**src/rv_core_pkg.sv**
```systemverilog
`default_nettype none

package rv_core_pkg;

    localparam int xlen = 64;

    // ~~~~~~~~~~~~~~~~~~~~~~~~~~~~~~~~~~~~~~~~
    // opcodes and function codes
    // ~~~~~~~~~~~~~~~~~~~~~~~~~~~~~~~~~~~~~~~~
    localparam logic [6:0] opc_op     = 7'b0110011;
    localparam logic [6:0] opc_op_imm = 7'b0010011;
    localparam logic [6:0] opc_load   = 7'b0000011;

    localparam logic [31:0] inst_nop = 32'h0000_0013; // addi x0, x0, 0.

    localparam logic [2:0] f3_add  = 3'b000;
    localparam logic [2:0] f3_sll  = 3'b001;
    localparam logic [2:0] f3_slt  = 3'b010;
    localparam logic [2:0] f3_sltu = 3'b011;
    localparam logic [2:0] f3_xor  = 3'b100;
    localparam logic [2:0] f3_srl  = 3'b101;
    localparam logic [2:0] f3_or   = 3'b110;
    localparam logic [2:0] f3_and  = 3'b111;

    localparam logic [6:0] f7_alt = 7'b0100000; // sub and sra.

    localparam logic [2:0] ld_b  = 3'b000;
    localparam logic [2:0] ld_h  = 3'b001;
    localparam logic [2:0] ld_w  = 3'b010;
    localparam logic [2:0] ld_d  = 3'b011;
    localparam logic [2:0] ld_bu = 3'b100;
    localparam logic [2:0] ld_hu = 3'b101;
    localparam logic [2:0] ld_wu = 3'b110;

    // hazard state machine
    localparam logic [1:0] hz_run       = 2'd0;
    localparam logic [1:0] hz_interlock = 2'd1;
    localparam logic [1:0] hz_hold      = 2'd2;

    typedef union packed {
        struct packed {
            logic [6:0] funct7;
            logic [4:0] rs2;
            logic [4:0] rs1;
            logic [2:0] funct3;
            logic [4:0] rd;
            logic [6:0] opcode;
        } r_form;
        struct packed {
            logic [11:0] imm12;
            logic [4:0]  rs1;
            logic [2:0]  funct3;
            logic [4:0]  rd;
            logic [6:0]  opcode;
        } i_form;
    } rv_inst_t;

endpackage

`default_nettype wire

```
**src/pc_counter.sv**
```systemverilog
`default_nettype none

module pc_counter (
    input  wire                   CLK,
    input  wire                   reset,
    input  wire                   hold,
    input  wire                   bubble,
    input  wire [31:0]            inst,
    output logic [63:0]           inst_addr,
    output rv_core_pkg::rv_inst_t fd_inst
);
    import rv_core_pkg::*;

    logic [xlen-1:0] pc;

    assign inst_addr = pc; // fetch address, word read comes back this cycle.

    always_ff @(posedge CLK or negedge reset) begin
        if (!reset) begin
            pc      <= '0;
            fd_inst <= inst_nop;
        end else if (!hold) begin
            if (bubble) begin
                fd_inst <= inst_nop; // pc stays put.
            end else begin
                pc      <= pc + 64'd4;
                fd_inst <= inst;
            end
        end
    end

endmodule

`default_nettype wire

```
**config.mk**
```make
export PLATFORM = sky130hd
export DESIGN_NAME = pc_counter
export DESIGN_NICKNAME = d
export VERILOG_FILES = /design/src/rv_core_pkg.sv /design/src/pc_counter.sv
export SDC_FILE = /design/constraint.sdc
export NUM_CORES = 1
export LEC_CHECK = 0
export BUFFER_PORTS_ARGS = -buffer_cell sky130_fd_sc_hd__buf_2
export CAP_MARGIN = 20
export CORE_UTILIZATION = 50
export DETAILED_ROUTE_END_ITERATION = 16
export PLACE_DENSITY_LB_ADDON = 0.12
export SYNTH_ARGS = -nofsm -noshare
export SYNTH_HDL_FRONTEND = slang
export SYNTH_SLANG_ARGS = --single-unit
```
**constraint.sdc**
```tcl
create_clock -name CLK -period 5.91 [get_ports CLK]
set_input_delay 1.182 -clock CLK [delete_from_list [all_inputs] [get_ports CLK]]
set_output_delay 1.182 -clock CLK [all_outputs]
set_load 0.01 [all_outputs]
```
After elaboration in Yosys (flattened, before gate mapping)
Index checks and enable logic that the tools add are counted.
{"block": "word_totals", "reg_bits": 96, "latchBits": 0, "ramBits": 0, "romBits": 0, "input_bits": 36, "elab_cells": 7, "n_memories": 0}
{"block": "op_classes", "addsub": 1, "mul": 0, "div": 0, "magnitude_cmp": 0, "eq_ne": 0, "n_shift": 0, "muxes": 1, "bitwise_logic": 2, "n_reduce_logical": 1}
{"cell": "adder 64 x 3 -> 64 bit, second input constant", "count": 1}
{"cell": "2-to-1 mux 32 bit", "count": 1}
{"cell": "inverter 1 bit", "count": 2}
{"cell": "AND reduction 2 bit", "count": 1}

Depth between registers and ports, before layout
{"block": "depth", "depth_word": 2, "mapped_depth": 7}

Worst setup path before layout
Ideal clock, no wire load.
{"block": "synth_timing", "path_kind": "input -> register", "from": "input port hold", "to": "register pc[61], in the netlist inst_addr[61]", "setup_ps": 125, "t_arrival_ps": 2942, "path_slack_ps": 2843, "cell_stages": 5, "path_buffers": 0, "cell_sequence": "nand4bb_2 or4_4 nor4_4 or4b_1 xnor2_1"}
{"block": "synth_between", "elab_chain_len": 2}
{"item": "start: declaration", "line": "pc_counter.sv:6", "text": "input wire hold,"}
{"item": "inverter 1 bit (no source line)"}
{"item": "AND reduction 2 bit (no source line)"}
{"item": "end signal: assignment", "line": "pc_counter.sv:26", "text": "pc <= pc + 64'd4;"}
{"item": "end: declaration", "line": "pc_counter.sv:14", "text": "logic [xlen-1:0] pc;"}
Every way passes these cells.
A chain may end at the register's enable or synchronous reset.

Final worst setup path
Same ends and word-level chain as after synthesis.

==> flow_summary.toml <==
[status]
outcome = "complete, no violations"

[placement]
gp_congestion = 0.769
io_buffers = 129
dpl.hpwl_mm = 6.71

[sta]
fin_tns_setup_ns = 0
fin_crit_ns = 3.49
fin_crit_sh = 0.590
finalClockSkew_ns = 0.0178
max_freq_ghz = 0.287
drv_slew = 0
tightest_slew_ns = 0.903
grt_setup_unrepaired = "false"
hold_viol_final = 0
setup_viol = 0
maxSlewHeadroom = 0.398

[detailed_routing]
dr.pass1.iters = 4
wirelength_mm = 9.23
wl_per_cell_um = 14.4
ant_nets = 0
route.vias.total = 3368
drc = 0
drt_iter0_markers = 145
vias_per_cell = 5.25

[min_path]
hp-class = "reg -> reg"
min_from = "inst_addr[63]$_DFFE_PN0P_"

[worst_setup_path]
crit_required_ns = 6.16
critPathLaunchType = "primary input"
r2r_slack_ns = 3.35
crit_type = "in -> reg"
crit_start = "hold"
endpoint_kind = "flip-flop"
reg2reg_from = "inst_addr[5]$_DFFE_PN0P_"
arrival_ns = 3.74
cp_max_fo = 66

[yosys]
syn_inst = 402
syn_avg_cell_area_um2 = 10.6
yosysSeqAreaShare = 0.553
yosys_warnings = 0
synth_edf_count = 0
yosysTopAreaCellShare = 0.534
yosys.area.top_type = "dfrtp_1"
synthTopCellsByArea = "dfrtp_1, xnor2_1, nand2_1, nand2b_1, xor2_1"
synth_area_um2 = 4260
ys_types = 40
ys_seq_elements = 94
synthArstFlopShare = 1.00
ys.flop_type = "dfrtp_1"

[floorplan]
die_w_um = 94.3
start_util = 0.519
dieArea_um2 = 8900
num_rows = 33
core_um2 = 8220
dieHeight_um = 94.3
io_pins = 132

[power]
power.leakage_nw = 2.69
p_per_area_nw_per_um2 = 260
ir_drop_mv = 0.145

[layout]
layout_commonest_cell = "buf_2"
antennaDiodeCount = 0
layout_common_cells = "buf_2, dfrtp_1, nand2_1"
drive_gt1_frac = 0.306
area_growth_pct = 22.5
nNetsFinal = 568
postLayoutCoreUtil = 0.635

[cts]
cts.clk_slew.worst_paths_ns = 0.09
cts_tree = "done"
worstSkewPairLatency_ns = 0.37
post_cts_buffers = 0
ctsHoldBuffers = 0
cts.sinks = 94
cts.path.max_buffers = 2
root_buffer = "clkbuf_8"
cts.repair.resized = 0
cts_buffers = 9
htreeDepth = 3

[grt]
grt_first_pass_wirelength_mm = 15.2
grt_overflow = 0
track_usage = 0.221
grt_pass1_vias = 3277
grt_antenna_before_repair = 0
grt_max_degree = 67

[job]
cap_violations = 0
==> metrics by stage <==
stage | total power [W] | hold WS [ns] | cell area, µm² | worst slack (ns) | instances
6_report | 0.00136 | 0.475 | 5220 | 2.42 | 641
5_1_grt | 0.00141 | 0.518 | 5220 | 2.25 | 641
4_1_cts | 0.00137 | 0.478 | 5220 | 2.42 | 641
3_5_place_dp | 0.000896 | 0.463 | 5000 | 2.03 | 625
3_3_place_gp | 0.000892 | 0.460 | 5000 | 2.11 | 625
2_1_floorplan | 0.000814 | 0.492 | 4270 | 2.84 | 403
==> kinds of logic (layout without fill, tap and decap cells) <==
logic type / count (synthesis) / after routing / share of synthesized area
AND/OR/NAND/NOR: 188 / 188 / 0.251
flip-flops: 94 / 94 / 0.553
XOR/XNOR: 61 / 61 / 0.125
AO/OA/AOI/OAI: 32 / 32 / 0.0385
buffers and inverters: 24 / 157 / 0.0261
adder cells (fa/ha/maj): 1 / 1 / 0.00294
other: 1 / 2 / 0.000880
multiplexers: 1 / 1 / 0.00264
==> where the power goes <==
part / switching (W) / internal, W
combinational: 0.0000863 / 0.0000759
clock: 0.000225 / 0.000250
sequential: 0.0000375 / 0.000680
==> worst paths after layout <==
| path | to | depth (start not counted) |
|---|---|---|
| min | inst_addr[63]$_DFFE_PN0P_ | 1 |
| max reg2reg | inst_addr[61]$_DFFE_PN0P_ | 5 |
| max | inst_addr[61]$_DFFE_PN0P_ | 6 |
| min reg2reg | inst_addr[63]$_DFFE_PN0P_ | 1 |
| max in group asynchronous | inst_addr[9]$_DFFE_PN0P_ | 2 |
| min in group asynchronous | fd_inst[21]$_DFFE_PN0N_ | 1 |
==> cell usage after synthesis (3+ instances only) <==
| cell | count |
|---|---|
| dfrtp_1 | 91 |
| nand2_1 | 47 |
| xnor2_1 | 41 |
| o21ai_0 | 31 |
| nand2b_1 | 28 |
| nand3_1 | 21 |
| xor2_1 | 20 |
| nand4_1 | 18 |
| nor2_1 | 16 |
| and3_1 | 13 |
| nor3_1 | 12 |
| inv_1 | 10 |
| nor4_1 | 9 |
| clkbuf_1 | 8 |
| buf_1 | 3 |
| dfstp_2 | 3 |
==> flip-flops by register name, summed over array words and instances (netlist names) <==
register / flops
fd_inst: 32
inst_addr: 62
==> layout make-up <==
cell class / instances / area (µm²)
flip-flops and latches: 94 / 2360
clock inverters: 5 / 82.6
clock buffers: 11 / 141
inverters: 11 / 55.1
fillers: 710 / 3000
repair buffers: 130 / 656
well taps: 105 / 131
multi-input cells: 285 / 1800
==> worst max-delay path, stage by stage <==
cell and delay, ns:
buf_2 0.39, nand4bb_2 0.45, or4_4 0.48, nor4_4 0.56, or4b_1 0.52, xnor2_1 0.14
==> metal layers <==
| layer | vias up | routed length [µm] | GRT usage |
|---|---|---|---|
| met1 | 1620 | 4010 | 0.283 |
| met2 | 105 | 4380 | 0.350 |
| met5 | - | 0 | 0 |
| met4 | 0 | 133 | 0.0897 |
| li1 | 1632 | - | - |
| met3 | 11 | 705 | 0.0672 |
Note: power is estimated with default switching activity, not from simulation.
