`src/rv_core_pkg.sv`:
```
`default_nettype none

package rv_core_pkg;

    localparam int xlen = 64;

    // ~~~~~~~~~~~~~~~~~~~~~~~~~~~~~~~~~~~~~~~~
    // opcodes and function codes
    // ~~~~~~~~~~~~~~~~~~~~~~~~~~~~~~~~~~~~~~~~
    localparam logic [6:0] opc_op     = 7'b0110011;
    localparam logic [6:0] opc_op_imm = 7'b0010011;
    localparam logic [6:0] opc_load   = 7'b0000011;

    localparam logic [31:0] inst_nop = 32'h0000_0013; // addi x0, x0, 0.

    localparam logic [2:0] f3_add  = 3'b000;
    localparam logic [2:0] f3_sll  = 3'b001;
    localparam logic [2:0] f3_slt  = 3'b010;
    localparam logic [2:0] f3_sltu = 3'b011;
    localparam logic [2:0] f3_xor  = 3'b100;
    localparam logic [2:0] f3_srl  = 3'b101;
    localparam logic [2:0] f3_or   = 3'b110;
    localparam logic [2:0] f3_and  = 3'b111;

    localparam logic [6:0] f7_alt = 7'b0100000; // sub and sra.

    localparam logic [2:0] ld_b  = 3'b000;
    localparam logic [2:0] ld_h  = 3'b001;
    localparam logic [2:0] ld_w  = 3'b010;
    localparam logic [2:0] ld_d  = 3'b011;
    localparam logic [2:0] ld_bu = 3'b100;
    localparam logic [2:0] ld_hu = 3'b101;
    localparam logic [2:0] ld_wu = 3'b110;

    // hazard state machine
    localparam logic [1:0] hz_run       = 2'd0;
    localparam logic [1:0] hz_interlock = 2'd1;
    localparam logic [1:0] hz_hold      = 2'd2;

    typedef union packed {
        struct packed {
            logic [6:0] funct7;
            logic [4:0] rs2;
            logic [4:0] rs1;
            logic [2:0] funct3;
            logic [4:0] rd;
            logic [6:0] opcode;
        } r_form;
        struct packed {
            logic [11:0] imm12;
            logic [4:0]  rs1;
            logic [2:0]  funct3;
            logic [4:0]  rd;
            logic [6:0]  opcode;
        } i_form;
    } rv_inst_t;

endpackage

`default_nettype wire

```
`src/load_writeback.sv`:
```
`default_nettype none

module load_writeback (
    input  wire         xw_valid,
    input  wire [4:0]   xw_rd,
    input  wire [63:0]  xw_result,
    input  wire         xw_is_load,
    input  wire [2:0]   xw_funct3,
    input  wire         xw_write_back,
    input  wire [63:0]  mem_rdata,
    output logic        wb_en,
    output logic [4:0]  wb_rd,
    output logic [63:0] wb_value,
    output logic        retire_valid,
    output logic [4:0]  retire_rd,
    output logic [63:0] retire_value
);
    import rv_core_pkg::*;

    logic [xlen-1:0] lane;
    logic [xlen-1:0] load_value;

    assign lane = mem_rdata >> {xw_result[2:0], 3'b000}; // addressed byte to bit 0.

    always_comb begin
        case (xw_funct3)
            ld_b:    load_value = {{56{lane[7]}}, lane[7:0]};
            ld_h:    load_value = {{48{lane[15]}}, lane[15:0]};
            ld_w:    load_value = {{32{lane[31]}}, lane[31:0]};
            ld_d:    load_value = lane;
            ld_bu:   load_value = {56'd0, lane[7:0]};
            ld_hu:   load_value = {48'd0, lane[15:0]};
            ld_wu:   load_value = {32'd0, lane[31:0]};
            default: load_value = '0;
        endcase
    end

    assign wb_en    = xw_valid && xw_write_back;
    assign wb_rd    = xw_rd;
    assign wb_value = xw_is_load ? load_value : xw_result;

    // retire port mirrors the register write.
    assign retire_valid = wb_en;
    assign retire_rd    = wb_rd;
    assign retire_value = wb_value;

    always_comb begin
        a_no_x0_write : assert final (!(wb_en && wb_rd == 5'd0))
            else $error("writeback enabled for x0");
    end

endmodule

`default_nettype wire

```
`config.mk`:
```
export PLATFORM = sky130hd
export DESIGN_NAME = load_writeback
export DESIGN_NICKNAME = d
export VERILOG_FILES = /design/src/rv_core_pkg.sv /design/src/load_writeback.sv
export SDC_FILE = /design/constraint.sdc
export NUM_CORES = 1
export LEC_CHECK = 0
export ABC_AREA = 1
export BUFFER_PORTS_ARGS = -buffer_cell sky130_fd_sc_hd__buf_2
export CORE_MARGIN = 10
export CORE_UTILIZATION = 46
export DETAILED_ROUTE_END_ITERATION = 16
export PLACE_DENSITY_LB_ADDON = 0.3
export SLEW_MARGIN = 40
export SYNTH_ARGS = -nofsm -noshare
export SYNTH_HDL_FRONTEND = slang
export SYNTH_SLANG_ARGS = --single-unit
export TNS_END_PERCENT = 1
```
`constraint.sdc`:
```
create_clock -name vclk -period 3.25
set_input_delay 0.65 -clock vclk [all_inputs]
set_output_delay 0.65 -clock vclk [all_outputs]
set_load 0.01 [all_outputs]
```
# Word level (Yosys, flattened, before mapping)
# Index checks and enable logic that the tools add are counted.
totals:
  regBits: 0
  mem_count: 0
  rom_bits: 0
  out_inout_bits: 140
  latch_bits: 0
  mem_bits_rw: 0
op_classes:
  reduce_logical: 2
  n_lt_le_gt_ge: 0
  eq_ne: 6
  n_mul: 0
  n_shift: 1
  mux: 2
  addsub: 0
  div_mod_pow: 0
  bitwise: 0
op_table:
  columns: ["operator", "n"]
  rows:
  - ["$pmux 64 s7", 1]
  - ["$mux 64", 1]
  - ["$shr 64x6->64", 1]
  - ["$eq 3x3->1 const B", 3]
  - ["$eq 3x2->1 const B", 2]
  - ["$eq 3x1->1 const B", 1]
  - ["$logic_not 3->1", 1]
  - ["$logic_and 1x1->1", 1]

# Logic depth before layout (Yosys ltp)
logic_depth:
  word_depth: 3
  mapped_depth: 14

# Least setup slack after synthesis
# OpenSTA, ideal clock, no wires.
synth_path:
  path_type: "in2out"
  startpoint: "input xw_result[1]"
  endpoint: "output wb_value[2]"
  path_stages: 8
  slack_ns: 0.663
  required_ns: 2.600
  arrival_ns: 1.937
  n_path_buf: 4
  cell_sequence: "buf_4 buf_4 clkbuf_1 a21oi_1 a21oi_1 o21ai_0 a22oi_1 buf_4"
synth_via:
  elab_chain_cells: 3
synth_lines:
  columns: ["item", "line", "text"]
  rows:
  - ["start: declaration", "load_writeback.sv:6", "input wire [63:0] xw_result,"]
  - ["$shr 64x6->64", "load_writeback.sv:23", "assign lane = mem_rdata >> {xw_result[2:0], 3'b000};"]
  - ["$pmux 64 s7", "load_writeback.sv:26", "case (xw_funct3)"]
  - ["$mux 64", "load_writeback.sv:40", "assign wb_value = xw_is_load ? load_value : xw_result;"]
  - ["end: declaration", "load_writeback.sv:13", "output logic [63:0] wb_value,"]
# Every way passes these cells.

# Worst setup path in the final report
layout_path:
  startpoint: "input xw_result[0]"
  endpoint: "output retire_value[31]"
layout_via:
  elab_chain_cells: 3
layout_lines:
  columns: ["item", "line", "text"]
  rows:
  - ["$shr 64x6->64", "load_writeback.sv:23", null]
  - ["$pmux 64 s7", "load_writeback.sv:26", null]
  - ["$mux 64", "load_writeback.sv:40", null]
  - ["end: declaration", "load_writeback.sv:16", "output logic [63:0] retire_value"]
# Every way passes these cells.

==> flow_summary.yaml <==
logic_synthesis:
  syn_area_sq_mm: 0.003684
  synthTopCellsByArea: "nand2_1 36%, buf_4 17%, o21ai_0 8.7%"
  yosys.area.top_type: "nand2_1"
  synth_top_area_share_pct: 35.67
  yosysUniqueCellTypes: 27
  synth_xor_area_share_pct: 0
  synth_top_family_by_area: "simple AND/OR/NAND/NOR gates"
  synth-compound-area-share_pct: 19.33
  avgSynthCellArea_sq_um: 4.892
  syn_nets: 892
  syn_inst: 753
  yosysWarnings: 0
  synth.area.mux_share_pct: 1.902
  synth-adder-area-share_pct: 0
  synth-seq-area-share_pct: 0
  yosys.area_share.simple_pct: 51.83
routing:
  drc: 0
  routed_wirelength_um: 16570
  drtIter0Drc: 493
  detail-route-antenna-nets: 0
  viasPerCell: 5.238
  wl_per_cell_um: 16.62
  via_count: 5222
  first_pass_iters: 5
placement:
  dpl.hpwl_um: 13980
  portBuffers: 264
  gp_congestion: 0.9948
  post-place-ws_ns: 0.3562
pwr:
  internal_power_mw: 0.2906
  design_power_total_mw: 0.7650
  pwr-share-clk_pct: 0
  p_sw_share_pct: 62.01
  p_comb_share_pct: 100.0
  ir_worst_vdd_mv: 0.09494
  power.switching_mw: 0.4744
  leakage_nw: 2.831
  power_density_mw_per_mm2: 174.1
  share_seq_of_total_power_pct: 0
floorplanning:
  rows: 32
  io_pins: 279
  die-area_sq_mm: 0.01199
  core_sq_mm: 0.007767
  die_w_um: 109.5
  die_h_um: 109.5
  initial_core_util_pct: 47.42
cells_and_area:
  fillCellCount: 941
  finalNetCount: 1036
  nClkBuffers: 0
  drive_above_1_share_pct: 32.96
  seq_area_sq_um: 0
  syn2layout_area_growth_pct: 19.26
  num_antenna_cells: 0
  finish.utilization_pct: 56.56
  seq_cells: 0
setup_path:
  cp_max_fo: 71
  required_ns: 2.60
  crit_path_start_kind: "input pin"
  arrival_ns: 2.27
  crit_type: "in -> out"
  crit_path_start: "xw_result[0]"
  endpoint_kind: "primary output"
grt:
  grt_antenna_before_repair: 0
  grt_pass1_vias: 4803
  grt_pass1_wl_um: 24550
  grt_usage_pct: 24.56
  grt-ovfl-total: 0
  grt_max_degree: 72
timing:
  slew_viol_final: 0
  hold_viol: 0
  max_freq_mhz: 342.4
  fin_crit_sh_pct: 89.88
  setup_violations: 0
  tns_ns: 0
  holdWs_ns: 1.300
  worst_slew_pin_slew_ns: 0.6126
  fin_crit_ns: 2.921
  setup_ws_ns: 0.3290
  rsz0062_at_grt: "false"
  slew_headroom_pct: 58.88
clock_tree:
  cts_resized: 0
  postCtsSetupBuffers: 0
  cts_hold_buf: 0
run_status:
  status: "completed"
worst_hold_path:
  hold_path_class: "in -> out"
  hold_path.startpoint: "xw_rd[0]"
run:
  drv_cap: 0
-- Yosys cell counts --
cell type  number
nand2_2         3
nand2_4         1
or2_2           1
a22o_1          1
buf_1           7
nor2_1         10
nand2_1       350
nor3_2          1
nand3_2         2
buf_4          82
a21oi_1        31
o21ai_1         8
o21ai_0        64
clkbuf_1       17
inv_1          16
o31ai_1         1
a22oi_1         1
nor3_1          2
mux2i_1         7
nand4_1        41
inv_2           6
buf_2          26
nand3_1        45
o211ai_1       18
o21a_1          5
inv_4           1
buf_6           6
-- kinds of logic after synthesis --
family / after synthesis
mux: 7
buf+inv: 161
compound gates: 129
simple gates: 456
-- per-layer routing --
metal / share of wire (%) / vias up / GRT usage, %
met5: 0 / - / 0
met4: 0.80 / 0 / 1.952
met3: 11 / 13 / 5.968
met2: 48 / 289 / 42.67
met1: 40 / 2234 / 31.14
li1: - / 2686 / -
-- power groups by stage --
stage          clock, mW  combinational, mW  sequential [mW]
6_report               0              0.765                0
5_1_grt                0              0.852                0
4_1_cts                0              0.767                0
3_5_place_dp           0              0.763                0
3_3_place_gp           0              0.760                0
2_1_floorplan          0              0.552                0
-- area by class of cell --
| class | count | area [sq um] | area share [%] |
|---|---|---|---|
| inverters | 23 | 88.84 | 2.022 |
| well taps | 102 | 127.6 | 2.905 |
| repair buffers | 280 | 1479 | 33.67 |
| multi-input cells | 592 | 2698 | 61.41 |
-- metrics by stage --
stage                     std cells  cell area, sq um
after detailed placement        997              4393
final                           997              4393
after global routing            997              4393
after global placement          997              4393
after floorplan                 753              3684
after CTS                       997              4393
-- layout by cell type (no fill, tap or decap) --
cell type	count
nand2_4	1
a22o_1	1
inv_2	6
inv_4	1
nand3_2	2
nand3_1	45
o21ai_1	8
nor3_1	2
nand4_1	41
nor3_4	1
nor2_1	10
buf_2	264
nand2_1	350
a21oi_1	31
o21ai_0	64
o21a_1	5
a22oi_1	1
mux2i_1	7
inv_1	16
nand2_2	3
or2_2	1
buf_4	13
o211ai_1	18
buf_12	3
o31ai_1	1
-- critical path: stages --
cell     delay (ns)
buf_2          0.15
buf_12         0.28
nand2_1        0.11
nand3_1        0.09
nand3_1        0.09
nand2_2        0.10
nand2_4        0.09
buf_4          0.25
nand4_1        0.13
nand2_1        0.07
nand2_1        0.10
buf_2          0.14
-- path summary, 6_finish.rpt --
path	endpoint	depth (start not counted)
max	retire_value[31]	12
min	wb_rd[0]	0
No activity file was read; power rests on OpenSTA's default activity.
