[src/rv_core_pkg.sv]
`default_nettype none

package rv_core_pkg;

    localparam int xlen = 64;

    // ~~~~~~~~~~~~~~~~~~~~~~~~~~~~~~~~~~~~~~~~
    // opcodes and function codes
    // ~~~~~~~~~~~~~~~~~~~~~~~~~~~~~~~~~~~~~~~~
    localparam logic [6:0] opc_op     = 7'b0110011;
    localparam logic [6:0] opc_op_imm = 7'b0010011;
    localparam logic [6:0] opc_load   = 7'b0000011;

    localparam logic [31:0] inst_nop = 32'h0000_0013; // addi x0, x0, 0.

    localparam logic [2:0] f3_add  = 3'b000;
    localparam logic [2:0] f3_sll  = 3'b001;
    localparam logic [2:0] f3_slt  = 3'b010;
    localparam logic [2:0] f3_sltu = 3'b011;
    localparam logic [2:0] f3_xor  = 3'b100;
    localparam logic [2:0] f3_srl  = 3'b101;
    localparam logic [2:0] f3_or   = 3'b110;
    localparam logic [2:0] f3_and  = 3'b111;

    localparam logic [6:0] f7_alt = 7'b0100000; // sub and sra.

    localparam logic [2:0] ld_b  = 3'b000;
    localparam logic [2:0] ld_h  = 3'b001;
    localparam logic [2:0] ld_w  = 3'b010;
    localparam logic [2:0] ld_d  = 3'b011;
    localparam logic [2:0] ld_bu = 3'b100;
    localparam logic [2:0] ld_hu = 3'b101;
    localparam logic [2:0] ld_wu = 3'b110;

    // hazard state machine
    localparam logic [1:0] hz_run       = 2'd0;
    localparam logic [1:0] hz_interlock = 2'd1;
    localparam logic [1:0] hz_hold      = 2'd2;

    typedef union packed {
        struct packed {
            logic [6:0] funct7;
            logic [4:0] rs2;
            logic [4:0] rs1;
            logic [2:0] funct3;
            logic [4:0] rd;
            logic [6:0] opcode;
        } r_form;
        struct packed {
            logic [11:0] imm12;
            logic [4:0]  rs1;
            logic [2:0]  funct3;
            logic [4:0]  rd;
            logic [6:0]  opcode;
        } i_form;
    } rv_inst_t;

endpackage

`default_nettype wire

[src/hazard_control.sv]
`default_nettype none

module hazard_control (
    input  wire       CLK,
    input  wire       reset,
    input  wire       stall,
    input  wire       fd_uses_rs1,
    input  wire       fd_uses_rs2,
    input  wire [4:0] fd_rs1,
    input  wire [4:0] fd_rs2,
    input  wire       dx_is_load,
    input  wire [4:0] dx_rd,
    output logic      hold,
    output logic      bubble
);
    import rv_core_pkg::*;

    logic [1:0] state;
    logic [1:0] state_next;
    logic       load_use;

    // waiting instruction reads the register a load in execute is about to fill.
    assign load_use = dx_is_load && (dx_rd != 5'd0) &&
                      ((fd_uses_rs1 && fd_rs1 == dx_rd) ||
                       (fd_uses_rs2 && fd_rs2 == dx_rd));

    always_comb begin
        state_next = hz_run;
        hold       = 1'b0;
        case (state)
            hz_run: begin
                if (stall) begin
                    state_next = hz_hold;
                    hold       = 1'b1;
                end else if (load_use) begin
                    state_next = hz_interlock;
                    hold       = 1'b1;
                end
            end
            hz_interlock, hz_hold: begin
                if (stall) begin
                    state_next = hz_hold;
                    hold       = 1'b1;
                end
            end
            default: state_next = hz_run;
        endcase
    end

    assign bubble = hold; // decode inserts a nop whenever fetch is frozen.

    always_ff @(posedge CLK or negedge reset) begin
        if (!reset) begin
            state <= hz_run;
        end else begin
            state <= state_next;
        end
    end

    a_interlock_single : assert property (@(posedge CLK) disable iff (!reset)
        state == hz_interlock |-> !load_use)
        else $error("load-use hazard still present after the interlock bubble");

endmodule

`default_nettype wire

[config.mk]
export PLATFORM = sky130hd
export DESIGN_NAME = hazard_control
export DESIGN_NICKNAME = d
export VERILOG_FILES = /design/src/rv_core_pkg.sv /design/src/hazard_control.sv
export SDC_FILE = /design/constraint.sdc
export NUM_CORES = 1
export LEC_CHECK = 0
export BUFFER_PORTS_ARGS = -buffer_cell sky130_fd_sc_hd__buf_4
export CAP_MARGIN = 20
export CORE_AREA = 2 2 39 41
export CTS_BUF_LIST = sky130_fd_sc_hd__clkbuf_16
export CTS_CLUSTER_SIZE = 24
export DETAILED_ROUTE_END_ITERATION = 7
export DIE_AREA = 0 0 41 43
export GPL_TIMING_DRIVEN = 1
export SKIP_LAST_GASP = 1
export SYNTH_ARGS = -nofsm -noshare
export SYNTH_HDL_FRONTEND = slang
export SYNTH_SLANG_ARGS = --single-unit
[constraint.sdc]
create_clock -name CLK -period 1.5 [get_ports CLK]
set_input_delay 0.225 -clock CLK [delete_from_list [all_inputs] [get_ports CLK]]
set_output_delay 0.225 -clock CLK [all_outputs]
set_load 0.01 [all_outputs]
== Word-level counts from Yosys, hierarchy flattened ==
Cells that the tools add are included.

* Word-level logic and storage cells: 21
* Input port bits: 21
* Output and inout port bits: 2
* Register bits: 2

* Reductions and logical operators: 8
* Eq/ne operators: 4
* Muxes and demuxes: 8

{| class="wikitable"
|+ Operators by type and width
! operator !! count
|-
| $eq 5x5->1 || 2
|-
| $reduce_bool 5->1 || 1
|-
| $logic_and 1x1->1 || 4
|-
| $mux 1 || 4
|-
| $mux 2 || 2
|-
| $pmux 2 s2 || 1
|-
| $eq 2x1->1 const B || 1
|-
| $eq 2x2->1 const B || 1
|-
| $logic_not 2->1 || 1
|-
| $pmux 1 s2 || 1
|-
| $reduce_or 2->1 || 1
|-
| $logic_or 1x1->1 || 1
|}

== Depth between registers and ports, before layout ==
* Word-level depth: 7
* Gate-level depth with buffers: 7
* Depth with buffers taken out: 6

== Worst setup path before layout ==
No wires, ideal clock.

* Kind: input to output
* From: input dx_rd[3]
* To: output hold
* Cell stages on the path: 5
* Buffers on the path: 1
* Arrival: 1,231 ps
* Slack: 44 ps
* Required time: 1,275 ps
* Cell sequence: xor2_1 nor4_1 a32oi_1 o21bai_1 buf_4

* Longest elaborated chain between the ends: 7
* Elaborated cells between the ends (all ways): 11
* Those cells by class: eq/ne: 2; mux: 3; reduce/logical: 6

{| class="wikitable"
|+ RTL lines
! element !! line !! source
|-
| from (decl) || hazard_control.sv:12 || <nowiki>input wire [4:0] dx_rd,</nowiki>
|-
| $eq 5x5->1 (on tied branches) || hazard_control.sv:24, hazard_control.sv:25 ||
|-
| $logic_and 1x1->1 (on tied branches) || hazard_control.sv:24, hazard_control.sv:25 ||
|-
| $logic_or 1x1->1 || hazard_control.sv:24 || <nowiki>((fd_uses_rs1 && fd_rs1 == dx_rd) ||</nowiki>
|-
| $logic_and 1x1->1 (*) || hazard_control.sv:23 || <nowiki>assign load_use = dx_is_load && (dx_rd != 5'd0) &&</nowiki>
|-
| $mux 1 (*) || hazard_control.sv:35 || <nowiki>end else if (load_use) begin</nowiki>
|-
| $mux 1 (*) || hazard_control.sv:32 || <nowiki>if (stall) begin</nowiki>
|-
| $pmux 1 s2 (*) || hazard_control.sv:30 || <nowiki>case (state)</nowiki>
|-
| to (decl) || hazard_control.sv:13 || <nowiki>output logic hold,</nowiki>
|}

Every way passes the cells marked *; elsewhere a longest branch is shown, timed or not.

== Worst setup path after layout ==
* From: register state[1]
* To: output bubble

* Longest elaborated chain between the ends: 3
* Elaborated cells between the ends (all ways): 5
* Those cells by class: eq/ne: 2; mux: 1; reduce/logical: 2

{| class="wikitable"
|+ RTL lines
! element !! line !! source
|-
| from (decl) || hazard_control.sv:18 || <nowiki>logic [1:0] state;</nowiki>
|-
| from (signal assigned) || hazard_control.sv:54 || <nowiki>state <= hz_run;</nowiki>
|-
| from (signal assigned) || hazard_control.sv:56 || <nowiki>state <= state_next;</nowiki>
|-
| $eq 2x1->1 or $eq 2x2->1 (tied branches) || hazard_control.sv:30 ||
|-
| $reduce_or 2->1 || hazard_control.sv:30 ||
|-
| $pmux 1 s2 (*) || hazard_control.sv:30 ||
|-
| to (decl) || hazard_control.sv:14 || <nowiki>output logic bubble</nowiki>
|}

Marked as above.

==> impl_metrics.tcl <==
set metrics [dict create \
    synthCells 29 \
    die_y_um 43 \
    track_usage 0.09500 \
    reg2regPathDepth 5 \
    dominantRegCellSynth "dfrtp_1" \
    layout_min_cycle_time_ps 1633 \
    avgSynthCellArea_um2 8.888 \
    cpLargestDelayFamily "flip-flops" \
    p_switching_w 0.0001139 \
    multi_input_area_um2 235.2 \
    p_clk_frac 0.677 \
    grt_max_degree 4 \
    final_nets 83 \
    p_per_area_nw_per_um2 990.2 \
    rsz0062_at_grt "true" \
    fin_hold_ws_ps 170.2 \
    setup_viol 2 \
    cp_max_fo 2 \
    diodes 0 \
    antenna_violating_nets_post_route 0 \
    largest_reg_flops 2 \
    rows 14 \
    crit_start "state[1]" \
    cts_tree "done" \
    io_pins 23 \
    tightestPinTransition_ps 379.4 \
    synth_top_area_share 0.2718 \
    violations "setup timing" \
    cts.sinks 2 \
    finalHoldViolCount 0 \
    crit_required_ps 1270 \
    ys_seq_elements 2 \
    seq_area_um2 50.05 \
    crit_slowest_cell "dfrtp_1" \
    syn_nets 52 \
    dr.pass1.iters 4 \
    criticalPathCategory "reg -> out" \
    startpoint_type "flop" \
    timing.final.ws_setup_ps -133.3 \
    coreArea_um2 1384 \
    clk_latency_ps 220 \
    cts.reportedPaths.clkPinSlew_ps 30 \
    place.gp.congestion 0.6265 \
    holdCritPathClass "in -> reg" \
    n_fill_cell 126 \
    first_global_vias 300 \
    port_buffers 22 \
    drt-wirelength-per-cell_um 10.04 \
    dp_hpwl_um 553.3 \
    r2r_start "state[0]" \
    seqPwrFrac 0.098 \
    synth_area_leaders "xor2_1 27%, dfrtp_1 19%, ha_1 9.7%, xnor2_1 6.8%, nor4_1 4.9%" \
    drc 0 \
    min_from "stall" \
    r2r_end "state[0]" \
    die_area_um2 1763 \
    syn_area_um2 257.7 \
    numCtsBuffers 3 \
    drive_gt1_frac 0.6207 \
    whs_path_depth 2 \
    period_share 1.089 \
    ys_types 16 \
    end_kind "output pin" \
    grt_overflow 0 \
    initialDrtViolationCount 6 \
    synth_most_common_cell "xor2_1" \
    vdd_drop_max_uv 367.2 \
    p_leak_nw 0.2808 \
    totalWireLength_um 743 \
    drv_slew 0 \
    largest_register "state" \
    area_delta_synth_final_pct 133.0 \
    min_to "state[0]" \
    synth_edf_count 0 \
    die_w_um 41 \
    cts_root_buffer "clkbuf_16" \
    avgViaCountPerCell 4.270 \
    reg2reg_slack_ps 320 \
    async_flop_share 1.000 \
    reg_top3 "state (2)" \
    crit_chain "inv_1, ha_4, nor2_4, nor3b_4, o21bai_4, buf_6" \
    ys_seq_area_frac 0.1942 \
    grt_pass1_wl_um 1083 \
    finalPower_w 0.0005947 \
    crit_path_max_incr_delay_ps 330 \
    skew_ps 3.304 \
    worst_ep_arrival_time_ps 1410 \
    status "finished with violations" \
    crit_buf_inv 2 \
    yosys_warnings 0 \
    swShare 0.1915 \
    p_int_w 0.0004808 \
    maxCapViolations 0 \
    max_freq_mhz 612.3 \
    cts-htree-levels 1 \
    pwr-share-comb 0.225 \
    antenna_found_initial 0 \
    maxSlewHeadroom 0.7471 \
    dp_slack_ps -83.67 \
    start_util 0.1863 \
    vias 316 \
    synth_area_leader_cell "xor2_1" \
    cts_max_path_buffers 2 \
]
==> power by group through the flow <==
stage                     logic (W)  registers [W]  clock network (W)
after floorplan           0.0000416      0.0000584                  0
after global placement     0.000105      0.0000585                  0
after detailed placement   0.000105      0.0000587                  0
after CTS                  0.000121      0.0000581           0.000408
after global routing       0.000145      0.0000583           0.000407
final                      0.000134      0.0000581           0.000403
==> what timing repair did <==
item                                   CTS  global route
gates resized for setup                  5             5
hold buffers                             1             0
pin swaps                                3             1
setup endpoints to repair                2             2
endpoints found under the hold margin    2             0
buffers inserted                         1             0
==> cell families after synthesis <==
family          Yosys count  synth area share
fa+ha+maj                 2           0.09707
flops                     2            0.1942
buf+inv                   3           0.05827
compound gates            3           0.09711
simple gates              9            0.2136
xor+xnor                 10            0.3398
==> stage by stage <==
stage | setup TNS (ps) | cells | utilization | instance area [um^2]
6_report | -266.6 | 74 | 0.4340 | 600.6
3_3_place_gp | -38.43 | 69 | 0.3309 | 457.9
5_1_grt | -370.6 | 74 | 0.4340 | 600.6
3_5_place_dp | -167.1 | 69 | 0.3309 | 457.9
2_1_floorplan | 0 | 29 | - | 257.7
4_1_cts | -244.4 | 74 | 0.4150 | 574.3
==> placed cells by master, fill, tap and decap left out <==
| cell | synthesis | final |
|---|---|---|
| inv_1 | 2 | 1 |
| o21ai_2 | 1 | 1 |
| o21bai_4 | 0 | 1 |
| nor3_2 | 1 | 1 |
| dlygate4sd3_1 | 0 | 1 |
| clkbuf_16 | 0 | 3 |
| ha_4 | 0 | 1 |
| xnor2_1 | 2 | 2 |
| dfrtp_1 | 2 | 2 |
| nand2_1 | 1 | 1 |
| ha_1 | 2 | 1 |
| inv_2 | 0 | 1 |
| or4_1 | 1 | 1 |
| nor4_1 | 2 | 2 |
| nor3b_4 | 0 | 1 |
| a32oi_1 | 1 | 1 |
| xor2_1 | 8 | 8 |
| buf_4 | 1 | 24 |
| nor2_4 | 0 | 1 |
| and2_0 | 1 | 1 |
| buf_6 | 0 | 2 |
| nor2_1 | 2 | 1 |
==> cell type report <==
cell class / instances / share of cell area
clock buffer: 3 / 0.1250
inverter: 2 / 0.01250
multi-input combinational: 24 / 0.3917
sequential: 2 / 0.08333
tap: 16 / 0.03333
timing repair buffer: 27 / 0.3542
==> per-layer routing <==
layer	part of all wire	GRT usage
met1	0.35	0.08571
met5	0	0
met4	0.022	0.1000
met3	0.089	0.01571
met2	0.53	0.1563
==> worst max-delay path by stage <==
stage,depth (start not counted),end
after floorplan,5,hold
after global placement,6,hold
after detailed placement,6,bubble
after CTS,6,bubble
after global routing,6,hold
final,6,bubble
No activity file was read; power rests on OpenSTA's default activity.
