### config.mk
export PLATFORM = sky130hd
export DESIGN_NAME = inst_decode
export DESIGN_NICKNAME = d
export VERILOG_FILES = /design/src/rv_core_pkg.sv /design/src/inst_decode.sv
export SDC_FILE = /design/constraint.sdc
export NUM_CORES = 2
export LEC_CHECK = 0
export ABC_AREA = 0
export BUFFER_PORTS_ARGS = -buffer_cell sky130_fd_sc_hd__buf_2
export CAP_MARGIN = 30
export CORE_UTILIZATION = 59
export CTS_BUF_LIST = sky130_fd_sc_hd__clkbuf_4
export DETAILED_ROUTE_END_ITERATION = 12
export HOLD_SLACK_MARGIN = 0.02
export PLACE_DENSITY = 0.84
export SLEW_MARGIN = 20
export SYNTH_ARGS = -nofsm -noshare
export SYNTH_HDL_FRONTEND = slang
export SYNTH_SLANG_ARGS = --single-unit
export TNS_END_PERCENT = 5
### constraint.sdc
create_clock -name CLK -period 1.5 [get_ports CLK]
set_clock_uncertainty 0.05 [all_clocks]
set_input_delay 0.3 -clock CLK [delete_from_list [all_inputs] [get_ports CLK]]
set_output_delay 0.3 -clock CLK [all_outputs]
set_load 0.02 [all_outputs]
### src/rv_core_pkg.sv
`default_nettype none

package rv_core_pkg;

    localparam int xlen = 64;

    // ~~~~~~~~~~~~~~~~~~~~~~~~~~~~~~~~~~~~~~~~
    // opcodes and function codes
    // ~~~~~~~~~~~~~~~~~~~~~~~~~~~~~~~~~~~~~~~~
    localparam logic [6:0] opc_op     = 7'b0110011;
    localparam logic [6:0] opc_op_imm = 7'b0010011;
    localparam logic [6:0] opc_load   = 7'b0000011;

    localparam logic [31:0] inst_nop = 32'h0000_0013; // addi x0, x0, 0.

    localparam logic [2:0] f3_add  = 3'b000;
    localparam logic [2:0] f3_sll  = 3'b001;
    localparam logic [2:0] f3_slt  = 3'b010;
    localparam logic [2:0] f3_sltu = 3'b011;
    localparam logic [2:0] f3_xor  = 3'b100;
    localparam logic [2:0] f3_srl  = 3'b101;
    localparam logic [2:0] f3_or   = 3'b110;
    localparam logic [2:0] f3_and  = 3'b111;

    localparam logic [6:0] f7_alt = 7'b0100000; // sub and sra.

    localparam logic [2:0] ld_b  = 3'b000;
    localparam logic [2:0] ld_h  = 3'b001;
    localparam logic [2:0] ld_w  = 3'b010;
    localparam logic [2:0] ld_d  = 3'b011;
    localparam logic [2:0] ld_bu = 3'b100;
    localparam logic [2:0] ld_hu = 3'b101;
    localparam logic [2:0] ld_wu = 3'b110;

    // hazard state machine
    localparam logic [1:0] hz_run       = 2'd0;
    localparam logic [1:0] hz_interlock = 2'd1;
    localparam logic [1:0] hz_hold      = 2'd2;

    typedef union packed {
        struct packed {
            logic [6:0] funct7;
            logic [4:0] rs2;
            logic [4:0] rs1;
            logic [2:0] funct3;
            logic [4:0] rd;
            logic [6:0] opcode;
        } r_form;
        struct packed {
            logic [11:0] imm12;
            logic [4:0]  rs1;
            logic [2:0]  funct3;
            logic [4:0]  rd;
            logic [6:0]  opcode;
        } i_form;
    } rv_inst_t;

endpackage

`default_nettype wire

### src/inst_decode.sv
`default_nettype none

module inst_decode (
    input  wire                        CLK,
    input  wire                        reset,
    input  wire rv_core_pkg::rv_inst_t fd_inst,
    input  wire                        bubble,
    input  wire                        wb_en,
    input  wire [4:0]                  wb_rd,
    input  wire [63:0]                 wb_value,
    output logic                       fd_uses_rs1,
    output logic                       fd_uses_rs2,
    output logic [4:0]                 fd_rs1,
    output logic [4:0]                 fd_rs2,
    output logic                       dx_valid,
    output logic [4:0]                 dx_rd,
    output logic [4:0]                 dx_rs1,
    output logic [4:0]                 dx_rs2,
    output logic [2:0]                 dx_funct3,
    output logic                       dx_funct7_alt,
    output logic [63:0]                dx_op1,
    output logic [63:0]                dx_op2,
    output logic                       dx_imm_flag,
    output logic                       dx_is_load,
    output logic                       dx_write_back
);
    import rv_core_pkg::*;

    logic [xlen-1:0] regs [32];
    rv_inst_t        cur;
    logic [6:0]      opcode;
    logic            is_op;
    logic            is_op_imm;
    logic            is_load;
    logic            known;
    logic            alt;
    logic [xlen-1:0] imm_sext;

    // register read with same-cycle writeback bypass.
    function automatic logic [xlen-1:0] read_reg(input logic [4:0] idx);
        if (wb_en && idx == wb_rd && idx != 5'd0) begin
            return wb_value;
        end
        return regs[idx];
    endfunction

    // ~~~~~~~~~~~~~~~~~~~~~~~~~~~~~~~~~~~~~~~~
    // hazard view of the waiting instruction
    // ~~~~~~~~~~~~~~~~~~~~~~~~~~~~~~~~~~~~~~~~
    assign fd_rs1      = fd_inst.r_form.rs1;
    assign fd_rs2      = fd_inst.r_form.rs2;
    assign fd_uses_rs1 = fd_inst.r_form.opcode inside {opc_op, opc_op_imm, opc_load};
    assign fd_uses_rs2 = fd_inst.r_form.opcode == opc_op;

    // ~~~~~~~~~~~~~~~~~~~~~~~~~~~~~~~~~~~~~~~~
    // decode
    // ~~~~~~~~~~~~~~~~~~~~~~~~~~~~~~~~~~~~~~~~
    assign cur       = bubble ? rv_inst_t'(inst_nop) : fd_inst;
    assign opcode    = cur.r_form.opcode;
    assign is_op     = opcode == opc_op;
    assign is_op_imm = opcode == opc_op_imm;
    assign is_load   = opcode == opc_load;
    assign known     = is_op || is_op_imm || is_load;
    assign imm_sext  = {{(xlen-12){cur.i_form.imm12[11]}}, cur.i_form.imm12};

    always_comb begin
        if (is_op) begin
            alt = cur.r_form.funct7 == f7_alt;
        end else if (is_op_imm && cur.i_form.funct3 == f3_srl) begin
            alt = cur.i_form.imm12[11:6] == f7_alt[6:1]; // srai, shamt[5] sits in bit 25.
        end else begin
            alt = 1'b0;
        end
    end

    always_ff @(posedge CLK or negedge reset) begin
        if (!reset) begin
            for (int i = 0; i < 32; i++) begin
                regs[i] <= '0;
            end
        end else if (wb_en) begin
            regs[wb_rd] <= wb_value;
        end
    end

    always_ff @(posedge CLK or negedge reset) begin
        if (!reset) begin
            dx_valid      <= 1'b0;
            dx_imm_flag   <= 1'b0;
            dx_is_load    <= 1'b0;
            dx_write_back <= 1'b0;
        end else begin
            dx_valid      <= known;
            dx_imm_flag   <= is_op_imm || is_load;
            dx_is_load    <= is_load;
            dx_write_back <= known && cur.r_form.rd != 5'd0; // x0 writes never retire.
        end
    end

    always_ff @(posedge CLK) begin
        dx_rd         <= cur.r_form.rd;
        dx_rs1        <= cur.i_form.rs1;
        dx_rs2        <= is_op ? cur.r_form.rs2 : 5'd0;
        dx_funct3     <= cur.i_form.funct3;
        dx_funct7_alt <= alt;
        dx_op1        <= read_reg(cur.i_form.rs1);
        dx_op2        <= is_op ? read_reg(cur.r_form.rs2) : imm_sext;
    end

    a_x0_zero : assert property (@(posedge CLK) disable iff (!reset)
        regs[0] == '0)
        else $error("register x0 holds a nonzero value");

endmodule

`default_nettype wire

==> impl_metrics.json, run 1 <==
{
  "initial_core_util": 0.595,
  "syn_area_um2": 116000,
  "synth_ff_type": "dfrtp_1",
  "fp.dieW_um": 446,
  "worst_endpoint": "dx_imm_flag",
  "fp.dieH_um": 446,
  "synth_area_per_cell_um2": 11.9,
  "synthTopCellsByArea": "dfrtp_1 44%, mux2_2 20%, mux2i_1 6.5%",
  "synth_enable_flop_cells": 0,
  "synth.most_common_cell": "mux2_2",
  "grt_overflow": 110,
  "syn_nets": 9879,
  "worst-ep-kind": "primary output",
  "synth_commonest_cells": "2077 x mux2_2, 2052 x dfrtp_1, 756 x mux2i_1",
  "yosysUniqueCellTypes": 73,
  "htreeDepth": 6,
  "gp_congestion": 1.01,
  "grt_start_max_net_pins": 83,
  "synth_top_cell_by_area": "dfrtp_1",
  "cts_sinks": 2199,
  "num_rows": 162,
  "pin_count": 268,
  "syn_inst": 9774,
  "cts_buffers": 582,
  "toolErrorMsg": "[ERROR GRT-0232] Routing congestion too high. Check the congestion heatmap in the GUI.",
  "ys_seq_elements": 2199,
  "cts_setup_buffers": 0,
  "yosysSeqAreaShare": 0.467,
  "flow.stopped_at": "global routing (5_1_grt)",
  "ys_async_sr_fraction": 0.933,
  "clockBufferDepth": 4,
  "outcome": "stopped before the end",
  "portBuffers": 267,
  "grtUsageTotal": 0.722,
  "yosysTopAreaCellShare": 0.442,
  "place_inst": 13400,
  "hpwlAfterDp_mm": 312,
  "cts-root-buf": "clkbuf_4",
  "synth_warnings": 0
}
[metrics by stage]
| step | setup WS [ns] | setup TNS (ns) | utilization | cell area (µm²) | hold slack (ns) |
|---|---|---|---|---|---|
| after CTS | -0.941 | -262.88 | 0.761 | 149000 | -0.254 |
| after detailed placement | -1.56 | -1543.23 | 0.696 | 136000 | 0.0910 |
| after global placement | -1.70 | -1479.60 | 0.696 | 136000 | 0.0933 |
| after floorplan | -0.574 | -816.54 | - | 117000 | -0.0456 |
[cell families after synthesis]
logic type      synth area share
simple gates              0.0521
compound gates             0.115
xor+xnor                0.000151
mux                        0.326
buf+inv                   0.0397
flops                      0.467
[metal layers]
layer  overflow  global-route usage
met1          5               0.696
met2         46               0.835
met3          7               0.665
met4         51               0.664
met5          1               0.566
[repair_timing]
action | in CTS
gates resized for setup | 803
setup endpoints to repair | 283
hold buffers | 274
endpoints found under the hold margin | 4251
pin swaps | 118
==> run 2: changes to the inputs <==
- CORE_UTILIZATION: 59 -> 40
- CTS_BUF_LIST: sky130_fd_sc_hd__clkbuf_4 -> unset
- HOLD_SLACK_MARGIN: 0.02 -> unset
- PLACE_DENSITY: 0.84 -> unset
- PLACE_DENSITY_LB_ADDON: unset -> 0.15
- clock period: 1.5 -> 2 ns (I/O delays scaled with it)
==> impl_metrics.json, run 2 <==
{
  "routed_wl_mm": 486,
  "path_cells": "mux2_4 > a221oi_2 > o21ai_1 > nand3_1 > nand4_1 > buf_4 > a21o_1",
  "outcome": "complete, but fails checks",
  "cp-startpoint": "regs[1392]$_DFFE_PN0P_",
  "synth_ff_type": "dfrtp_1",
  "clkTransAtPathRegs_ns": 0.06,
  "synth_enable_flop_cells": 0,
  "rsz0062_at_grt": "true",
  "finalCritPeriodShare": 1.03,
  "hpwlAfterDp_mm": 332,
  "clockPowerShare": 0.367,
  "largest_register_ffs": 2048,
  "htreeDepth": 5,
  "cpMaxStageDelayCell": "dfrtp_1",
  "wire_per_inst_um": 33.1,
  "drive_above_1_share": 0.415,
  "period_minus_slack_ns": 2.07,
  "cp_max_fo": 3,
  "syn_inst": 9774,
  "num_rows": 197,
  "clkLatencyLatePin_ns": 0.86,
  "finalMaxSlewViolations": 0,
  "final_cell_mix": "2076 x mux2_2, 2052 x dfrtp_1, 846 x buf_4, 756 x mux2i_1, 612 x nand2_1",
  "cp-end-kind": "flip-flop",
  "required_ns": 2.69,
  "first_pass_iters": 9,
  "drtAntennaViolNets": 0,
  "grt_first_pass_wirelength_mm": 697,
  "yosysTopAreaCellShare": 0.442,
  "initial_core_util": 0.403,
  "switching_power_mw": 40.5,
  "core_um2": 289000,
  "cts_setup_buffers": 0,
  "reg_top3": "regs (2048), dx_op1 (64), dx_op2 (64)",
  "grt_start_max_net_pins": 86,
  "crit_path_max_incr_delay_ns": 0.40,
  "gp_congestion": 0.921,
  "layout.nets": 10700,
  "syn_area_um2": 116000,
  "fp.dieH_um": 541,
  "ys_seq_elements": 2199,
  "crit_type": "flip-flop to flip-flop",
  "cts-root-buf": "clkbuf_16",
  "ys_async_sr_fraction": 0.933,
  "timing.rr.start": "regs[1392]$_DFFE_PN0P_",
  "antenna_found_initial": 26,
  "startpoint_type": "flip-flop",
  "r2r_end": "dx_op2[48]$_DFF_P_",
  "pwr-share-comb": 0.201,
  "cts_sinks": 2199,
  "cap_violations": 0,
  "p_int_mw": 98.2,
  "synth.most_common_cell": "mux2_2",
  "place_inst": 14100,
  "setup_viol": 7,
  "reg2reg_depth": 7,
  "yosysUniqueCellTypes": 73,
  "endpoint": "dx_op2[48]$_DFF_P_",
  "drtIter0Drc": 9512,
  "peakVddDrop_mv": 0.716,
  "cts_tree": "done",
  "fin_cells": 14700,
  "critPathArrivalTime_ns": 2.75,
  "final_common_cell": "mux2_2",
  "fp.dieW_um": 541,
  "portBuffers": 267,
  "powerDensity_nw_per_um2": 967,
  "clockBufferDepth": 4,
  "synth_warnings": 0,
  "synth_top_cell_by_area": "dfrtp_1",
  "synth_area_per_cell_um2": 11.9,
  "synth_commonest_cells": "2077 x mux2_2, 2052 x dfrtp_1, 756 x mux2i_1",
  "fin_ws_ns": -0.0662,
  "fmax_mhz": 484,
  "yosysSeqAreaShare": 0.467,
  "p_seq_frac": 0.432,
  "pin_count": 268,
  "grt_overflow": 0,
  "synthTopCellsByArea": "dfrtp_1 44%, mux2_2 20%, mux2i_1 6.5%",
  "drc": 0,
  "syn_nets": 9879,
  "slew_headroom": 0.404,
  "area_growth_pct": 23.4,
  "p_leak_nw": 64.3,
  "report.final.hold_viol_count": 0,
  "hp-class": "input port to flip-flop",
  "violations": "setup timing",
  "grtUsageTotal": 0.325,
  "drt-vias-per-instance": 6.38,
  "switching_share": 0.292,
  "pre_cts_ws_ns": -1.11,
  "largest_register": "regs",
  "cts_buffers": 267,
  "vias": 93600,
  "fp.dieArea_um2": 293000,
  "worstMarginPinSlew_ns": 0.891,
  "r2r_slack_ns": -0.07,
  "grt_pass1_vias": 94300
}
-- run 2: worst min-delay path by stage --
stage                      start                endpoint  slack (ns)  cells past startpoint
global placement           reset  regs[1404]$_DFFE_PN0P_        0.19                      1
global route        wb_value[63]      dx_op1[63]$_DFF_P_        0.05                      3
detailed placement         reset  regs[1404]$_DFFE_PN0P_        0.19                      1
finish               fd_inst[31]      dx_op2[12]$_DFF_P_        0.07                      5
CTS                 wb_value[63]      dx_op1[63]$_DFF_P_      0.0007                      3
floorplan                  reset   dx_imm_flag$_DFF_PN0_        0.05                      0
-- run 2: cell type report --
type,instances,area (µm²)
clock buffer,404,7960
clock inverter,72,1070
inverter,34,156
tap,3880,4850
timing repair buffer,1580,16800
sequential,2199,54400
multi-input combinational,6482,58200
antenna,18,45.0
fill,25300,145000
-- run 2: cell families after synthesis --
| logic type | Yosys count | synth area share |
|---|---|---|
| compound gates | 1903 | 0.115 |
| mux | 3186 | 0.326 |
| xor+xnor | 2 | 0.000151 |
| buf+inv | 1093 | 0.0397 |
| flops | 2199 | 0.467 |
| simple gates | 1391 | 0.0521 |
-- run 2: routing by layer --
| layer | routed length [µm] | GRT usage | vias up | part of all wire |
|---|---|---|---|---|
| met2 | 221000 | 0.510 | 4846 | 0.45 |
| li1 | - | - | 38500 | - |
| met4 | 29100 | 0.174 | 12 | 0.060 |
| met1 | 197000 | 0.426 | 48900 | 0.41 |
| met5 | 84 | 0 | - | 0.00017 |
| met3 | 38800 | 0.0616 | 1363 | 0.080 |
-- run 2: through the flow --
step	utilization	power, mW	hold WS (ns)	setup TNS, ns	instance area, µm²
floorplan	-	76.3	0.0544	-127.01	117000
global placement	0.463	86.5	0.193	-785.74	134000
detailed placement	0.463	87.6	0.192	-770.07	134000
CTS	0.496	139	0.000731	-0.222	143000
global route	0.497	144	0.0510	-0.612	143000
finish	0.497	139	0.0724	-0.214	143000
-- run 2: power by group through the flow --
stage	combinational, mW	clock, mW	sequential, mW
6_report	27.9	50.9	59.9
2_1_floorplan	18.2	0	58.1
3_5_place_dp	27.4	0	60.3
5_1_grt	29.7	53.4	60.8
4_1_cts	27.6	51.7	59.5
3_3_place_gp	26.8	0	59.8
-- run 2: worst max-delay path: cells and delay by family (launching register included) --
family	cells	cell delay, ns
simple gates	2	0.47
compound gates	3	0.47
buf+inv	1	0.27
flops	1	0.40
mux	1	0.29
-- run 2: repair_timing --
item | in CTS | in global routing
hold buffers | 36 | 0
endpoints found under the setup margin | 61 | 31
resized for setup | 77 | 53
hold endpoints to repair | 1146 | 0
pin swaps | 3 | 21
Note: power is estimated with default switching activity, not from simulation.
